`src/mmu_pkg.sv`:
```
//////////////////////////////////////////////////
// mmu shared definitions
// bus word, cache line and beat types, plus the
// controller state encoding
//////////////////////////////////////////////////

`default_nettype none

package mmu_pkg;

  // bus geometry
  localparam int WORD_W        = 32;
  localparam int DC_LINE_WORDS = 4;
  localparam int IC_LINE_WORDS = 8;

  // one bus word, also used for byte addresses
  typedef logic [WORD_W-1:0] word_t;

  // cache lines, word 0 in the low bits
  typedef logic [DC_LINE_WORDS*WORD_W-1:0] dc_line_t;
  typedef logic [IC_LINE_WORDS*WORD_W-1:0] ic_line_t;

  // word index inside a burst
  typedef logic [$clog2(IC_LINE_WORDS)-1:0] beat_t;

  // controller states
  typedef enum logic [2:0] {
    IDLE    = 3'd0,
    IO_XFER = 3'd1,
    IO_DONE = 3'd2,
    DC_WR   = 3'd3,
    DC_RD   = 3'd4,
    DC_ACK  = 3'd5,
    IC_RD   = 3'd6,
    IC_ACK  = 3'd7
  } mmu_state_e;

endpackage

`default_nettype wire

```
`src/mmu.sv`:
```
//////////////////////////////////////////////////
// memory management unit top
// serves IO, instruction and data cache clients
// through one 32-bit bus master port
//////////////////////////////////////////////////

`timescale 1ns/1ps
`default_nettype none

module mmu import mmu_pkg::*; (
  input  wire      clk,
  input  wire      rst_n_i,
  // IO client
  input  wire      io_access_i,
  input  wire      io_rw_i,
  input  word_t    io_addr_i,
  input  word_t    io_wr_data_i,
  output word_t    io_rd_data_o,
  output logic     io_ack_o,
  // instruction cache
  input  wire      ic_miss_i,
  input  word_t    ic_miss_addr_i,
  output ic_line_t ic_data_fill_o,
  output logic     ic_miss_ack_o,
  // data cache
  input  wire      dc_miss_i,
  input  word_t    dc_miss_addr_i,
  input  wire      dc_evict_i,
  input  word_t    dc_evict_addr_i,
  input  dc_line_t dc_evict_data_i,
  output dc_line_t dc_data_fill_o,
  output logic     dc_miss_ack_o,
  // bus master
  output logic     m_cyc_o,
  output logic     m_we_o,
  output word_t    m_addr_o,
  output word_t    m_data_o,
  input  wire      m_ack_i,
  input  word_t    m_data_i
);

  mmu_state_e state;
  mmu_state_e next_state;
  logic       burst_start;
  logic       last_beat;
  logic       evict_pending;
  logic       writeback_done;
  logic       refill;
  logic       io_sel;
  beat_t      beat;
  word_t      burst_addr;
  word_t      evict_addr;
  word_t      wr_word;
  word_t      io_rd_q;
  ic_line_t   line;

  mmu_fsm u_mmu_fsm (
    .clk             (clk),
    .rst_n_i         (rst_n_i),
    .io_access_i     (io_access_i),
    .ic_miss_i       (ic_miss_i),
    .dc_miss_i       (dc_miss_i),
    .evict_pending_i (evict_pending),
    .m_ack_i         (m_ack_i),
    .last_beat_i     (last_beat),
    .state_o         (state),
    .next_state_o    (next_state),
    .burst_start_o   (burst_start)
  );

  mmu_addr_gen u_mmu_addr_gen (
    .clk            (clk),
    .rst_n_i        (rst_n_i),
    .burst_start_i  (burst_start),
    .next_state_i   (next_state),
    .m_ack_i        (m_ack_i),
    .dc_miss_addr_i (dc_miss_addr_i),
    .ic_miss_addr_i (ic_miss_addr_i),
    .evict_addr_i   (evict_addr),
    .burst_addr_o   (burst_addr),
    .beat_o         (beat),
    .last_beat_o    (last_beat)
  );

  mmu_line_buf u_mmu_line_buf (
    .clk      (clk),
    .rst_n_i  (rst_n_i),
    .m_ack_i  (m_ack_i),
    .refill_i (refill),
    .beat_i   (beat),
    .m_data_i (m_data_i),
    .line_o   (line)
  );

  mmu_evict_buf u_mmu_evict_buf (
    .clk              (clk),
    .rst_n_i          (rst_n_i),
    .dc_evict_i       (dc_evict_i),
    .evict_addr_i     (dc_evict_addr_i),
    .evict_data_i     (dc_evict_data_i),
    .writeback_done_i (writeback_done),
    .beat_i           (beat),
    .evict_pending_o  (evict_pending),
    .evict_addr_o     (evict_addr),
    .wr_word_o        (wr_word)
  );

  //////////////////////////////////////////////////
  // bus side
  //////////////////////////////////////////////////

  assign io_sel         = (state == IO_XFER);
  assign refill         = (state == DC_RD) || (state == IC_RD);
  assign writeback_done = (state == DC_WR) && m_ack_i && last_beat;

  assign m_cyc_o  = io_sel || refill || (state == DC_WR);
  assign m_we_o   = (state == DC_WR) || (io_sel && io_rw_i);
  assign m_addr_o = io_sel ? io_addr_i : burst_addr;
  assign m_data_o = io_sel ? io_wr_data_i : wr_word;

  //////////////////////////////////////////////////
  // client side
  //////////////////////////////////////////////////

  // IO read word, kept until the next IO read
  always_ff @(posedge clk) begin
    if (io_sel && m_ack_i && !io_rw_i) begin
      io_rd_q <= m_data_i;
    end
  end

  assign io_rd_data_o  = io_rd_q;
  assign io_ack_o      = (state == IO_DONE);
  assign dc_miss_ack_o = (state == DC_ACK);
  assign ic_miss_ack_o = (state == IC_ACK);

  // data line is the low half of the shared buffer
  assign ic_data_fill_o = line;
  assign dc_data_fill_o = line[DC_LINE_WORDS*WORD_W-1:0];

endmodule

`default_nettype wire

```
`src/mmu_addr_gen.sv`:
```
//////////////////////////////////////////////////
// burst address generator
// line aligned start address, +4 per word and a
// beat counter with last word detection
//////////////////////////////////////////////////

`timescale 1ns/1ps
`default_nettype none

module mmu_addr_gen import mmu_pkg::*; (
  input  wire        clk,
  input  wire        rst_n_i,
  input  wire        burst_start_i,
  input  mmu_state_e next_state_i,
  input  wire        m_ack_i,
  input  word_t      dc_miss_addr_i,
  input  word_t      ic_miss_addr_i,
  input  word_t      evict_addr_i,
  output word_t      burst_addr_o,
  output beat_t      beat_o,
  output logic       last_beat_o
);

  // byte offset masks for the two line sizes
  localparam word_t DC_MASK = ~word_t'(DC_LINE_WORDS * (WORD_W / 8) - 1);
  localparam word_t IC_MASK = ~word_t'(IC_LINE_WORDS * (WORD_W / 8) - 1);
  localparam word_t STEP    = word_t'(WORD_W / 8);

  word_t addr_q;
  word_t start_addr;
  beat_t beat_q;
  logic  is_ic_q;

  // start address for the burst about to begin
  always_comb begin
    case (next_state_i)
      DC_WR:   start_addr = evict_addr_i & DC_MASK;
      DC_RD:   start_addr = dc_miss_addr_i & DC_MASK;
      IC_RD:   start_addr = ic_miss_addr_i & IC_MASK;
      default: start_addr = addr_q;
    endcase
  end

  always_ff @(posedge clk) begin
    if (!rst_n_i) begin
      addr_q  <= '0;
      beat_q  <= '0;
      is_ic_q <= 1'b0;
    end else if (burst_start_i) begin
      addr_q  <= start_addr;
      beat_q  <= '0;
      is_ic_q <= (next_state_i == IC_RD);
    end else if (m_ack_i) begin
      // step to the next word of the line
      addr_q <= addr_q + STEP;
      beat_q <= beat_q + beat_t'(1);
    end
  end

  assign burst_addr_o = addr_q;
  assign beat_o       = beat_q;
  assign last_beat_o  = is_ic_q ? (beat_q == beat_t'(IC_LINE_WORDS - 1))
                                : (beat_q == beat_t'(DC_LINE_WORDS - 1));

  // no word is still being acked when a burst loads its start address
  a_addr_stable: assert property (
    @(posedge clk) disable iff (!rst_n_i)
    burst_start_i |-> !m_ack_i
  );

endmodule

`default_nettype wire

```
`src/mmu_evict_buf.sv`:
```
//////////////////////////////////////////////////
// eviction buffer
// captures line and address on the evict rising
// edge, holds them pending until written back
//////////////////////////////////////////////////

`timescale 1ns/1ps
`default_nettype none

module mmu_evict_buf import mmu_pkg::*; (
  input  wire      clk,
  input  wire      rst_n_i,
  input  wire      dc_evict_i,
  input  word_t    evict_addr_i,
  input  dc_line_t evict_data_i,
  input  wire      writeback_done_i,
  input  beat_t    beat_i,
  output logic     evict_pending_o,
  output word_t    evict_addr_o,
  output word_t    wr_word_o
);

  logic     evict_q;
  logic     pending_q;
  logic     capture;
  word_t    addr_q;
  dc_line_t line_q;

  // rising edge, ignored while a line is still pending
  assign capture = dc_evict_i && !evict_q && !pending_q;

  always_ff @(posedge clk) begin
    if (!rst_n_i) begin
      evict_q   <= 1'b0;
      pending_q <= 1'b0;
    end else begin
      evict_q <= dc_evict_i;
      if (capture) begin
        pending_q <= 1'b1;
      end else if (writeback_done_i) begin
        pending_q <= 1'b0;
      end
    end
  end

  always_ff @(posedge clk) begin
    if (capture) begin
      addr_q <= evict_addr_i;
      line_q <= evict_data_i;
    end
  end

  // the capture cycle already counts as pending, so a miss raised
  // together with the evict request cannot win arbitration
  assign evict_pending_o = pending_q || capture;
  assign evict_addr_o    = pending_q ? addr_q : evict_addr_i;

  // word for the current write-back beat
  assign wr_word_o = (beat_i < beat_t'(DC_LINE_WORDS)) ?
                     line_q[beat_i[1:0]*WORD_W +: WORD_W] : '0;

  // write-back only completes for a captured line
  a_hold_pending: assert property (
    @(posedge clk) disable iff (!rst_n_i)
    writeback_done_i |-> pending_q
  );

endmodule

`default_nettype wire

```
`src/mmu_fsm.sv`:
```
//////////////////////////////////////////////////
// mmu controller FSM
// fixed priority arbitration between eviction,
// data miss, instruction miss and IO, and burst
// sequencing on the bus ack
//////////////////////////////////////////////////

`timescale 1ns/1ps
`default_nettype none

module mmu_fsm import mmu_pkg::*; (
  input  wire        clk,
  input  wire        rst_n_i,
  input  wire        io_access_i,
  input  wire        ic_miss_i,
  input  wire        dc_miss_i,
  input  wire        evict_pending_i,
  input  wire        m_ack_i,
  input  wire        last_beat_i,
  output mmu_state_e state_o,
  output mmu_state_e next_state_o,
  output logic       burst_start_o
);

  mmu_state_e state_q;
  mmu_state_e state_d;
  logic       burst_done;

  // last word of a burst has been accepted
  assign burst_done = m_ack_i && last_beat_i;

  //////////////////////////////////////////////////
  // next state
  //////////////////////////////////////////////////

  always_comb begin
    state_d = state_q;
    case (state_q)
      IDLE: begin
        // eviction goes first so the refill never
        // overwrites a line still waiting to be written
        if (evict_pending_i) begin
          state_d = DC_WR;
        end else if (dc_miss_i) begin
          state_d = DC_RD;
        end else if (ic_miss_i) begin
          state_d = IC_RD;
        end else if (io_access_i) begin
          state_d = IO_XFER;
        end
      end
      IO_XFER: begin
        if (m_ack_i) begin
          state_d = IO_DONE;
        end
      end
      IO_DONE: begin
        state_d = IDLE;
      end
      DC_WR: begin
        // back to idle, a waiting miss is picked up there
        if (burst_done) begin
          state_d = IDLE;
        end
      end
      DC_RD: begin
        if (burst_done) begin
          state_d = DC_ACK;
        end
      end
      DC_ACK: begin
        state_d = IDLE;
      end
      IC_RD: begin
        if (burst_done) begin
          state_d = IC_ACK;
        end
      end
      IC_ACK: begin
        state_d = IDLE;
      end
      default: begin
        state_d = IDLE;
      end
    endcase
  end

  //////////////////////////////////////////////////
  // state register
  //////////////////////////////////////////////////

  always_ff @(posedge clk) begin
    if (!rst_n_i) begin
      state_q <= IDLE;
    end else begin
      state_q <= state_d;
    end
  end

  // address generator loads in the idle cycle before a burst
  assign burst_start_o = (state_q == IDLE) &&
                         (state_d inside {DC_WR, DC_RD, IC_RD});

  assign state_o      = state_q;
  assign next_state_o = state_d;

  // state must be a known value once out of reset
  a_state_known: assert property (
    @(posedge clk) disable iff (!rst_n_i)
    !$isunknown(state_q)
  );

  // served client drops its request before the next arbitration
  a_io_ack_once: assert property (
    @(posedge clk) disable iff (!rst_n_i)
    (state_q == IO_DONE) |=> !io_access_i
  );

  a_dc_ack_once: assert property (
    @(posedge clk) disable iff (!rst_n_i)
    (state_q == DC_ACK) |=> !dc_miss_i
  );

  a_ic_ack_once: assert property (
    @(posedge clk) disable iff (!rst_n_i)
    (state_q == IC_ACK) |=> !ic_miss_i
  );

endmodule

`default_nettype wire

```
`src/mmu_line_buf.sv`:
```
//////////////////////////////////////////////////
// refill line buffer
// collects bus read words by beat index, shared by
// instruction and data refills
//////////////////////////////////////////////////

`timescale 1ns/1ps
`default_nettype none

module mmu_line_buf import mmu_pkg::*; (
  input  wire      clk,
  input  wire      rst_n_i,
  input  wire      m_ack_i,
  input  wire      refill_i,
  input  beat_t    beat_i,
  input  word_t    m_data_i,
  output ic_line_t line_o
);

  word_t words_q [IC_LINE_WORDS];

  // one slot per beat, written on the word's ack
  always_ff @(posedge clk) begin
    if (!rst_n_i) begin
      for (int i = 0; i < IC_LINE_WORDS; i++) begin
        words_q[i] <= '0;
      end
    end else if (refill_i && m_ack_i) begin
      words_q[beat_i] <= m_data_i;
    end
  end

  //////////////////////////////////////////////////
  // pack into a line, word 0 lowest
  //////////////////////////////////////////////////

  genvar g;
  generate
    for (g = 0; g < IC_LINE_WORDS; g++) begin : g_pack
      assign line_o[g*WORD_W +: WORD_W] = words_q[g];
    end
  endgenerate

endmodule

`default_nettype wire

```
`config.mk`:
```
export PLATFORM = sky130hd
export DESIGN_NAME = mmu
export DESIGN_NICKNAME = d
export VERILOG_FILES = /design/src/mmu_pkg.sv /design/src/mmu.sv /design/src/mmu_addr_gen.sv /design/src/mmu_evict_buf.sv /design/src/mmu_fsm.sv /design/src/mmu_line_buf.sv
export SDC_FILE = /design/constraint.sdc
export NUM_CORES = 1
export LEC_CHECK = 0
export ABC_AREA = 1
export BUFFER_PORTS_ARGS = -buffer_cell sky130_fd_sc_hd__buf_2
export CAP_MARGIN = 20
export CORE_AREA = 10 10 308 310
export DETAILED_ROUTE_END_ITERATION = 10
export DIE_AREA = 0 0 318 320
export GPL_TIMING_DRIVEN = 0
export MAX_ROUTING_LAYER = met4
export SYNTH_ARGS = -nofsm -noshare
export SYNTH_HDL_FRONTEND = slang
export SYNTH_SLANG_ARGS = --single-unit
```
`constraint.sdc`:
```
create_clock -name clk -period 15.5 [get_ports clk]
set_input_delay 0.775 -clock clk [delete_from_list [all_inputs] [get_ports clk]]
set_output_delay 0.775 -clock clk [all_outputs]
set_load 0.02 [all_outputs]
```
== Word-level counts from Yosys, hierarchy flattened ==
Memory sizes are Yosys's and may differ from the RTL's.
Cells that the tools add are included.
Storage, ports and cells
  register bits after elaboration: 233
  bits in writable memories: 256
  input bits: 328
  output and inout port bits: 485
  word-level logic and storage cells: 80
  memories kept: 1
Memory list
  u_mmu_line_buf.words_q: words 8, width 32, read ports 8, clocked after Yosys merged registers in 0, wr ports 8, line mmu_line_buf.sv:20  | word_t words_q [IC_LINE_WORDS];
Cells by class
  $add $sub $neg: 2
  $lt $le $gt $ge: 1
  eq/ne operators: 13
  shifts and indexed selects: 1
  multiplexer cells: 26
  bitwise gates (word level): 1
  reduce and logical (&&, ||, !) cells: 26
Operator list (number)
  two-way mux 32 bit: 7
  indexed part select 128 x 8 -> 32 bit: 1
  one-hot mux 32 bit (3 select lines): 1
  adder 32 x 3 -> 32 bit, second input constant: 1
  OR reduction 32 bit: 1
  two-way mux 3 bit: 9
  == test 3 bit, second input constant: 7
  one-hot mux 3 bit (6 select lines): 1
  == test 3 x 2 -> 1 bit, second input constant: 4
  logical AND 1 bit: 10
  two-way mux 1 bit: 8
  logical OR 1 bit: 5
  != test 4 x 1 -> 1 bit, second input constant: 1
  nonzero test 2 bit: 2
  adder 3 x 1 -> 3 bit, second input constant: 1
  == test 3 x 1 -> 1 bit, second input constant: 1
  logical NOT 1 bit: 3
  logical NOT 3 bit: 1
  less-than comparator 3 bit, second input constant: 1
  nonzero test 3 bit: 1
  OR reduction 3 bit: 1
  AND reduction 2 bit: 1
  OR reduction 2 bit: 1
  NOT 1 bit: 1

== Depth between registers and ports, before layout ==
Gate-level depths: netlist of the first run.
  depth after elaboration: 11
  gate-level depth with buffers: 17
  depth with buffers taken out: 16

== Cells and area by module ==
Synthesis of the first run repeated with hierarchy kept, for this count alone.
Second synthesis, totals
  cells, all modules: 2214
  area, all modules: 22661.7 µm²
Modules (own cells, without submodules)
  mmu_line_buf: instances 1, cells an instance 616, area an instance 9422.8 µm²
  mmu_evict_buf: instances 1, cells an instance 651, area an instance 7136.8 µm²
  mmu: instances 1, cells an instance 390, area an instance 2971.6 µm²
  mmu_addr_gen: instances 1, cells an instance 509, area an instance 2861.5 µm²
  mmu_fsm: instances 1, cells an instance 48, area an instance 269.0 µm²

== Worst setup path before layout of the first run ==
OpenSTA, ideal clock, no wires.
  kind: input to register
  start: in dc_evict_i
  end: reg u_mmu_evict_buf.addr_q[10] (enable)
  setup time: 0.862 ns
  arrival time: 11.314 ns
  required time: 14.638 ns
  slack: 3.324 ns
  stages: 2
  buffers on the path: 0
  cell sequence: inv_1 > nor3_1
On the way
  word-level cells in the longest chain between the ends: 2
Ends and longest elaborated chain
  start: declaration: line mmu.sv:28  | input wire dc_evict_i,
  logical AND 1 bit (2 in a row): line mmu_evict_buf.sv:30  | assign capture = dc_evict_i && !evict_q && !pending_q;
  via u_mmu_evict_buf.capture: line mmu_evict_buf.sv:25  | logic capture;
  end signal: assignment: line mmu_evict_buf.sv:48  | addr_q <= evict_addr_i;
  end: declaration: line mmu_evict_buf.sv:26  | word_t addr_q;
The timed path passes the listed nets, and every way through them passes these cells.
A chain may end at the register's enable or synchronous reset.

== Worst setup path in the final report of the first run ==
  start: reg u_mmu_addr_gen.beat_q[1], in the netlist u_mmu_addr_gen.beat_o[1]
  end: out m_data_o[1]
On the way
  word-level cells in the longest chain between the ends: 3
Ends and longest elaborated chain
  start: declaration: line mmu_addr_gen.sv:31  | beat_t beat_q;
  start signal: assignment: line mmu_addr_gen.sv:56  | beat_q <= beat_q + beat_t'(1);
  indexed part select 128 x 8 -> 32 bit or less-than comparator 3 bit (tied branches): line mmu_evict_buf.sv:60, mmu_evict_buf.sv:59
  two-way mux 32 bit (*): line mmu_evict_buf.sv:59  | assign wr_word_o = (beat_i < beat_t'(DC_LINE_WORDS)) ?
  two-way mux 32 bit (*): line mmu.sv:119  | assign m_data_o = io_sel ? io_wr_data_i : wr_word;
  end: declaration: line mmu.sv:37  | output word_t m_data_o,
Mark *: on every way between the ends. The rest lies on a longest branch, timed or not.

==> metrics.md, run 1 <==
| Metric | Value |
|---|---|
| Logic pwr share | `30.6%` |
| Max-slew violations | `0` |
| Unrepaired setup endpoints after global routing | `no` |
| Clk pwr share | `32.0%` |
| Syn_area_per_cell | `approximately 11 sq um` |
| Largest net degree at the start of global routing | `33` |
| Number of synthesized register bits | `about 480` |
| CTS root buf | `clkbuf_16` |
| Crit-path max cell delay | `0.72 ns` |
| Sequential share of the synthesized area | `68.1%` |
| DP HPWL | `roughly 70000 microns` |
| Power Internal | `between 2 and 3 mW` |
| Post-CTS sizing | `0` |
| Initial antenna violation count | `8` |
| Ports | `just over 800` |
| Most frequent cell after synthesis | `edfxtp_1` |
| Crit. path cell count | `6` |
| Wire length per cell | `~22 microns` |
| Detailed Routing Iterations Pass 1 | `6` |
| H-tree depth | `2` |
| Vias in the first global route | `between 15000 and 20000` |
| Placed Cells | `around 3800` |
| Crit path DAT | `3.39 ns` |
| Top cells by count, synth | `edfxtp_1, nor2_1, nand2_1` |
| Period utilization | `~27%` |
| Fillers | `about 9100` |
| Top delay family on crit path | `buffers and inverters` |
| Max VDD drop | `0.100 mV` |
| Initial core utilization | `a little under a quarter` |
| DRT Wirelength | `roughly 90000 microns` |
| Initial drt markers | `around 1400` |
| RePlAce Congestion | `approximately 0.93` |
| Cell chain of the critical path | `nand2_1, nor2_1, clkbuf_1, a22oi_1, a41oi_1, buf_2` |
| CTS tree | `done` |
| Clock sinks | `between 400 and 500` |
| # Post-CTS Setup Buffers | `0` |
| Tot Pwr | `roughly 4.3 mW` |
| Critical Path Source | `u_mmu_addr_gen.beat_o[1]$_SDFFE_PP0P_` |
| Setup crit end kind | `primary output` |
| Global-route wire length before repair | `between 100000 and 150000 microns` |
| ANT nets after route | `0` |
| Worst slew pin tran | `1.03 ns` |
| R2R setup slack | `about 12 ns` |
| Relative slew slack | `31.6%` |
| Worst skew pair latency | `0.61 ns` |
| Net switching power | `~1.5 mW` |
| Fin Clk Skew | `about 0.016 ns` |
| Design area | `between 0.02 and 0.03 sq mm` |
| Yosys top cell by area | `edfxtp_1` |
| Final setup TNS | `0 ns` |
| Sw frac | `roughly 36%` |
| Syn Inst Count | `approximately 1800` |
| Pre-CTS setup slack | `11.60 ns` |
| Max-cap violations | `0` |
| CTS Hold Bufs | `0` |
| CP Launch Type | `flop` |
| Synth Flop Type | `edfxtp_1` |
| Pwr Density | `between 150 and 200 mW/mm^2` |
| Register share of total power | `a little under two fifths` |
| Vias/cell | `4.31` |
| Leakage | `between 10 and 15 nW` |
| Placed cell areas | `0.0266 sq mm` |
| Final setup vio count | `0` |
| Synth cell types | `34` |
| Post-layout min period | `4.16 ns` |
| DIE WIDTH | `around 320 microns` |
| Drt drc | `0` |
| Post-route insts no fill | `~4000` |
| Area contributors post-synth | `edfxtp_1, nor2_1, nand2_1` |
| I/O Buffers | `797` |
| Worst-path maximum fanout | `10` |
| Crit Path Category | `reg2out` |
| CORE AREA | `0.0882 sq mm` |
| Row count | `~110` |
| Status | `complete, no violations` |
| Fraction of layout cells with a size suffix above 1 | `between 40 and 50%` |
| Global route overflow | `0` |
| Buf/Inv on CP | `2` |
| Synthesized area | `between 0.02 and 0.025 sq mm` |
| Data required, critical path | `roughly 15 ns` |
| Hold Violations, Final | `0` |
| Fin nets | `~3100` |
| Register-to-Register Path Depth | `12` |
| Die area | `between 0.1 and 0.15 sq mm` |
| Ys async rst share | `0%` |
| Worst hold path class | `in2reg` |
| Fmax achieved | `~0.24 GHz` |
| Area growth from synthesis to layout | `37.2%` |
| CTS buffer count | `between 50 and 60` |
| Post-synth EDFFs | `roughly 440` |
| Die Y | `between 300 and 400 microns` |
| Yosys warns | `0` |
| Reg-to-Reg End | `u_mmu_evict_buf.line_q[16]$_DFFE_PP_` |
| Final worst setup slack | `roughly 11 ns` |
| Share of the synthesized area in the top cell type | `64.3%` |
| Total GRT Usage | `between 15 and 20%` |
| Setup crit end | `m_data_o[1]` |
| Worst R2R Start | `u_mmu_evict_buf.pending_q$_SDFFE_PN0P_` |
| Total vias in the final route | `between 15000 and 20000` |
| Max Buffers Root-to-Sink | `3` |
| CTS clk-pin slew, worst paths | `0.06 ns` |
| Post-Syn Nets | `~2200` |
| CP max-delay cell | `nor2_1` |
[metrics by stage]
stage	hold WS, ns	utilization [%]
after floorplan	0.458	-
after global placement	0.473	29.7
after detailed placement	0.477	30.1
after CTS	0.280	32.2
after global routing	0.285	32.2
final	0.334	32.2
[routing by layer]
layer | GRT usage (%) | vias to the layer above | wire length, microns
met1 | 19.4 | 8107 | 34300
met3 | 3.55 | 143 | 6390
met4 | 5.18 | 0 | 2720
met2 | 29.7 | 827 | 45000
met5 | - | - | 0
li1 | - | 7891 | -
[power groups by stage]
| stage | registers, mW | clock network [mW] | logic [mW] |
|---|---|---|---|
| after CTS | 1.60 | 1.39 | 1.33 |
| after global placement | 1.64 | 0 | 1.30 |
| final | 1.60 | 1.37 | 1.31 |
| after global routing | 1.61 | 1.45 | 1.43 |
| after floorplan | 1.66 | 0 | 0.738 |
| after detailed placement | 1.62 | 0 | 1.32 |
[worst reg2reg max path, cell delays in order (launching register included)]
cell,delay (ns)
dfxtp_1,0.36
buf_1,0.37
nor3_2,0.92
buf_6,0.28
buf_6,0.20
buf_6,0.19
buf_6,0.20
buf_6,0.19
buf_6,0.17
buf_6,0.16
buf_6,0.18
buf_6,0.19
buf_6,0.20
[state kept, by name (all words and copies together), names as in the netlist]
signal                       count
io_rd_data_o                    32
u_mmu_evict_buf.line_q         128
u_mmu_line_buf.words_q         256
u_mmu_evict_buf.pending_q        1
u_mmu_addr_gen.burst_addr_o     30
u_mmu_evict_buf.evict_q          1
u_mmu_evict_buf.addr_q          28
u_mmu_addr_gen.beat_o            3
u_mmu_fsm.state_o                3
u_mmu_addr_gen.is_ic_q           1
[kinds of logic after synthesis]
kind of cell | Yosys count | synth area share, %
buffers and inverters | 351 | 8.95
XOR/XNOR | 22 | 0.930
flip-flops | 483 | 68.1
AND/OR/NAND/NOR | 812 | 15.8
multiplexers | 28 | 1.52
AO/OA/AOI/OAI | 143 | 4.52
adder cells (fa/ha/maj) | 3 | 0.181
[cell type report]
class | count | area, sq um | area share (%)
Timing Repair Buffer | 823 | 4350 | 15.3
Clock buffer | 60 | 1370 | 4.83
Sequential cell | 483 | 14100 | 49.6
Tap cell | 1165 | 1460 | 5.12
Clock inverter | 40 | 489 | 1.72
Antenna cell | 6 | 15.0 | 0.0528
Buffer | 209 | 1320 | 4.65
Multi-Input combinational cell | 1008 | 4790 | 16.8
Inverter | 142 | 533 | 1.87
[placed cells by master (no fill, tap or decap), drive strengths merged]
cell,instances
ha,3
clkinvlp,3
dfxtp,39
edfxtp,444
nand3b,2
nand3,101
clkbuf,116
nor3,21
nor4,2
buf,976
a41oi,32
a21oi,26
o21a,1
nand4,7
o21ai,53
xor2,22
inv,144
nor2,366
clkinv,25
nand2,313
a211oi,1
a22oi,29
mux2,28
diode,6
o32ai,1
bufinv,10
[how the worst min path moves through the flow]
stage                                                startpoint                                          end  slack, ns  cells past startpoint
detailed placement  u_mmu_addr_gen.burst_addr_o[2]$_SDFFE_PN0P_  u_mmu_addr_gen.burst_addr_o[2]$_SDFFE_PN0P_       0.48                      2
floorplan           u_mmu_addr_gen.burst_addr_o[2]$_SDFFE_PN0P_  u_mmu_addr_gen.burst_addr_o[2]$_SDFFE_PN0P_       0.46                      2
finish                                      dc_evict_data_i[73]         u_mmu_evict_buf.line_q[73]$_DFFE_PP_       0.33                      1
global route                                dc_evict_data_i[70]         u_mmu_evict_buf.line_q[70]$_DFFE_PP_       0.29                      1
global placement    u_mmu_addr_gen.burst_addr_o[2]$_SDFFE_PN0P_  u_mmu_addr_gen.burst_addr_o[2]$_SDFFE_PN0P_       0.47                      2
CTS                                         dc_evict_data_i[84]         u_mmu_evict_buf.line_q[84]$_DFFE_PP_       0.28                      1
No activity file was read; power rests on OpenSTA's default activity.
==> inputs of run 2 (changes only) <==
clock period = 4.2 ns   (was 15.5 ns; I/O delays follow)
==> metrics.md, run 2 (synthesized netlist as in run 1, its figures left out) <==
| Metric | Value |
|---|---|
| Area growth from synthesis to layout | `46.5% (was 37.2%)` |
| Post-route insts no fill | `4118 (was 3936)` |
| Fillers | `8728 (was 9102)` |
| Clock sinks | `483 (unchanged)` |
| R2R setup slack | `0.66 ns (was 11.61 ns)` |
| Period utilization | `slightly below 90%` |
| Global route overflow | `0 (unchanged)` |
| Worst R2R Start | `u_mmu_addr_gen.beat_o[0]$_SDFFE_PP0P_ (was u_mmu_evict_buf.pending_q$_SDFFE_PN0P_)` |
| DIE WIDTH | `318 microns (unchanged)` |
| Row count | `109 (unchanged)` |
| DP HPWL | `71300 microns (was 70600 microns)` |
| Total vias in the final route | `17900 (was 17000)` |
| Largest register FFs | `256 (unchanged)` |
| Crit path DAT | `3.47 ns (was 3.39 ns)` |
| H-tree depth | `2 (unchanged)` |
| Ports | `813 (unchanged)` |
| Total GRT Usage | `17.5% (was 17.0%)` |
| Detailed Routing Iterations Pass 1 | `6 (unchanged)` |
| Max-slew violations | `0 (unchanged)` |
| DRT Wirelength | `91300 microns (was 88400 microns)` |
| Worst-path maximum fanout | `10 (unchanged)` |
| Worst slew pin tran | `0.945 ns (was 1.03 ns)` |
| Initial core utilization | `23.5% (unchanged)` |
| Register-to-Register Path Depth | `5 (was 12)` |
| Data required, critical path | `3.99 ns (was 14.73 ns)` |
| Max Buffers Root-to-Sink | `3 (unchanged)` |
| Worst skew pair latency | `0.62 ns (was 0.61 ns)` |
| CTS Hold Bufs | `190 (was 0)` |
| Top delay family on crit path | `buffers and inverters (unchanged)` |
| Fraction of layout cells with a size suffix above 1 | `37.5% (was 40.4%)` |
| Largest Register | `u_mmu_line_buf.words_q (unchanged)` |
| Die area | `0.102 sq mm (unchanged)` |
| Wire length per cell | `22.2 microns (was 22.5 microns)` |
| Status | `complete, no violations (unchanged)` |
| CTS root buf | `clkbuf_16 (unchanged)` |
| Drt drc | `0 (unchanged)` |
| Unrepaired setup endpoints after global routing | `no (unchanged)` |
| Crit-path max cell delay | `0.64 ns (was 0.72 ns)` |
| Hold Path End | `u_mmu_addr_gen.burst_addr_o[26]$_SDFFE_PN0P_ (was u_mmu_evict_buf.line_q[73]$_DFFE_PP_)` |
| Setup crit end kind | `primary output (unchanged)` |
| Global-route wire length before repair | `129000 microns (was 124000 microns)` |
| Final Util | `34.4% (was 32.2%)` |
| Crit Path Category | `reg2out (unchanged)` |
| Post-layout min period | `about 3.7 ns` |
| CTS clk-pin slew, worst paths | `0.06 ns (about the same)` |
| Commonest non-fill, non-tap cell in the layout | `buf_2 (unchanged)` |
| Hold Violations, Final | `0 (unchanged)` |
| Placed Cells | `3826 (was 3830)` |
| Buf/Inv on CP | `5 (was 2)` |
| Most frequent cells in the layout | `buf_2, edfxtp_1, nor2_1, nand2_1, dlygate4sd3_1 (was buf_2, edfxtp_1, nor2_1, nand2_1, inv_1)` |
| ANT nets after route | `0 (unchanged)` |
| Die Y | `320 microns (unchanged)` |
| CTS tree | `done (unchanged)` |
| Final setup vio count | `0 (unchanged)` |
| # Post-CTS Setup Buffers | `0 (unchanged)` |
| CTS buffer count | `54 (unchanged)` |
| Initial drt markers | `1646 (was 1384)` |
| I/O Buffers | `797 (unchanged)` |
| Pwr Density | `524 mW/mm^2 (was 150 mW/mm^2)` |
| Max-cap violations | `0 (unchanged)` |
| Cell chain of the critical path | `nor2_2, inv_1, nor2_2, inv_1, clkbuf_1, buf_1, a41oi_1, buf_2 (was nand2_1, nor2_1, clkbuf_1, a22oi_1, a41oi_1, buf_2)` |
| Reg-to-Reg End | `u_mmu_line_buf.words_q[3][7]$_SDFFCE_PN0P_ (was u_mmu_evict_buf.line_q[16]$_DFFE_PP_)` |
| CP max-delay cell | `nor2_2 (was nor2_1)` |
| Fmax achieved | `around 0.27 GHz` |
| Max VDD drop | `0.496 mV (was 0.100 mV)` |
| CORE AREA | `0.0882 sq mm (unchanged)` |
| Hold path cells | `7 (was 1)` |
| Worst hold path class | `in2reg (unchanged)` |
| Fin nets | `3238 (was 3052)` |
| Vias in the first global route | `18600 (was 17600)` |
| Initial antenna violation count | `6 (was 8)` |
| RePlAce Congestion | `0.944 (was 0.927)` |
| Largest net degree at the start of global routing | `33 (unchanged)` |
| Fin Clk Skew | `0.0132 ns (was 0.0161 ns)` |
| CP Launch Type | `flop (unchanged)` |
| HP Start | `dc_miss_addr_i[26] (was dc_evict_data_i[73])` |
| Post-CTS sizing | `0 (unchanged)` |
| Vias/cell | `4.34 (was 4.31)` |
| Relative slew slack | `36.8% (was 31.6%)` |
| Leakage | `13.5 nW (was 12.7 nW)` |
## run 2: changes by cell type in the layout (fill, tap and decap cells not counted), sizes merged
cell         change
buf              -4
clkbuf           +5
dlygate4sd3    +190
bufinv           -1
clkinv           -1
inv              -3
diode            -2
clkinvlp         -2
## run 2: final cells by class
class | count | area [sq um] | area share, %
clock inverters | 33 | 407 | 1.34
repair buffers | 1009 | 6300 | 20.8
multi-input cells | 1008 | 4790 | 15.8
inverters | 142 | 533 | 1.76
plain buffers | 209 | 1330 | 4.38
diodes | 4 | 10.0 | 0.0330
flip-flops and latches | 483 | 14100 | 46.5
clock buffers | 65 | 1410 | 4.66
well taps | 1165 | 1460 | 4.80
## run 2: worst max path at each step
stage,from,end,depth (start not counted)
after detailed placement,u_mmu_addr_gen.beat_o[0]$_SDFFE_PP0P_,u_mmu_line_buf.words_q[3][4]$_SDFFCE_PN0P_,5
after global routing,u_mmu_fsm.state_o[2]$_SDFF_PN0_,m_data_o[24],8
after global placement,u_mmu_fsm.state_o[2]$_SDFF_PN0_,io_rd_data_o[19]$_DFFE_PP_,7
final,u_mmu_fsm.state_o[2]$_SDFF_PN0_,m_data_o[24],8
after CTS,u_mmu_fsm.state_o[2]$_SDFF_PN0_,m_data_o[24],8
after floorplan,u_mmu_evict_buf.pending_q$_SDFFE_PN0P_,u_mmu_evict_buf.addr_q[10]$_DFFE_PP_,2
## run 2: stage by stage
step	setup slack (ns)	power, mW	area, sq um	setup TNS (ns)	hold WS (ns)
global route	0.254	16.6	30400	0	0.0440
global placement	-4.00	10.8	26200	-527.28	0.386
detailed placement	0.399	10.9	26600	0	0.388
finish	0.516	15.9	30400	0	0.0569
CTS	0.363	16.0	30300	0	0.0258
floorplan	-0.419	8.83	20700	-65.44	0.303
## run 2: worst reg2reg max path, stage by stage (launching register included)
cell	delay (ns)
dfxtp_1	0.43
inv_1	0.12
nor2_1	0.74
nand2_1	0.64
clkbuf_1	0.42
nand2_2	0.77
## run 2: power by group
part,switching (mW),internal (mW)
sequential,0.275,5.64
clock,1.99,2.94
combinational,3.45,1.61
## run 2: per-layer routing
metal	track usage [%]	routed length, microns	up-vias
met5	-	0	-
met4	5.99	3040	0
met3	4.34	7020	128
met2	30.4	46300	871
met1	19.5	34900	8607
li1	-	-	8257
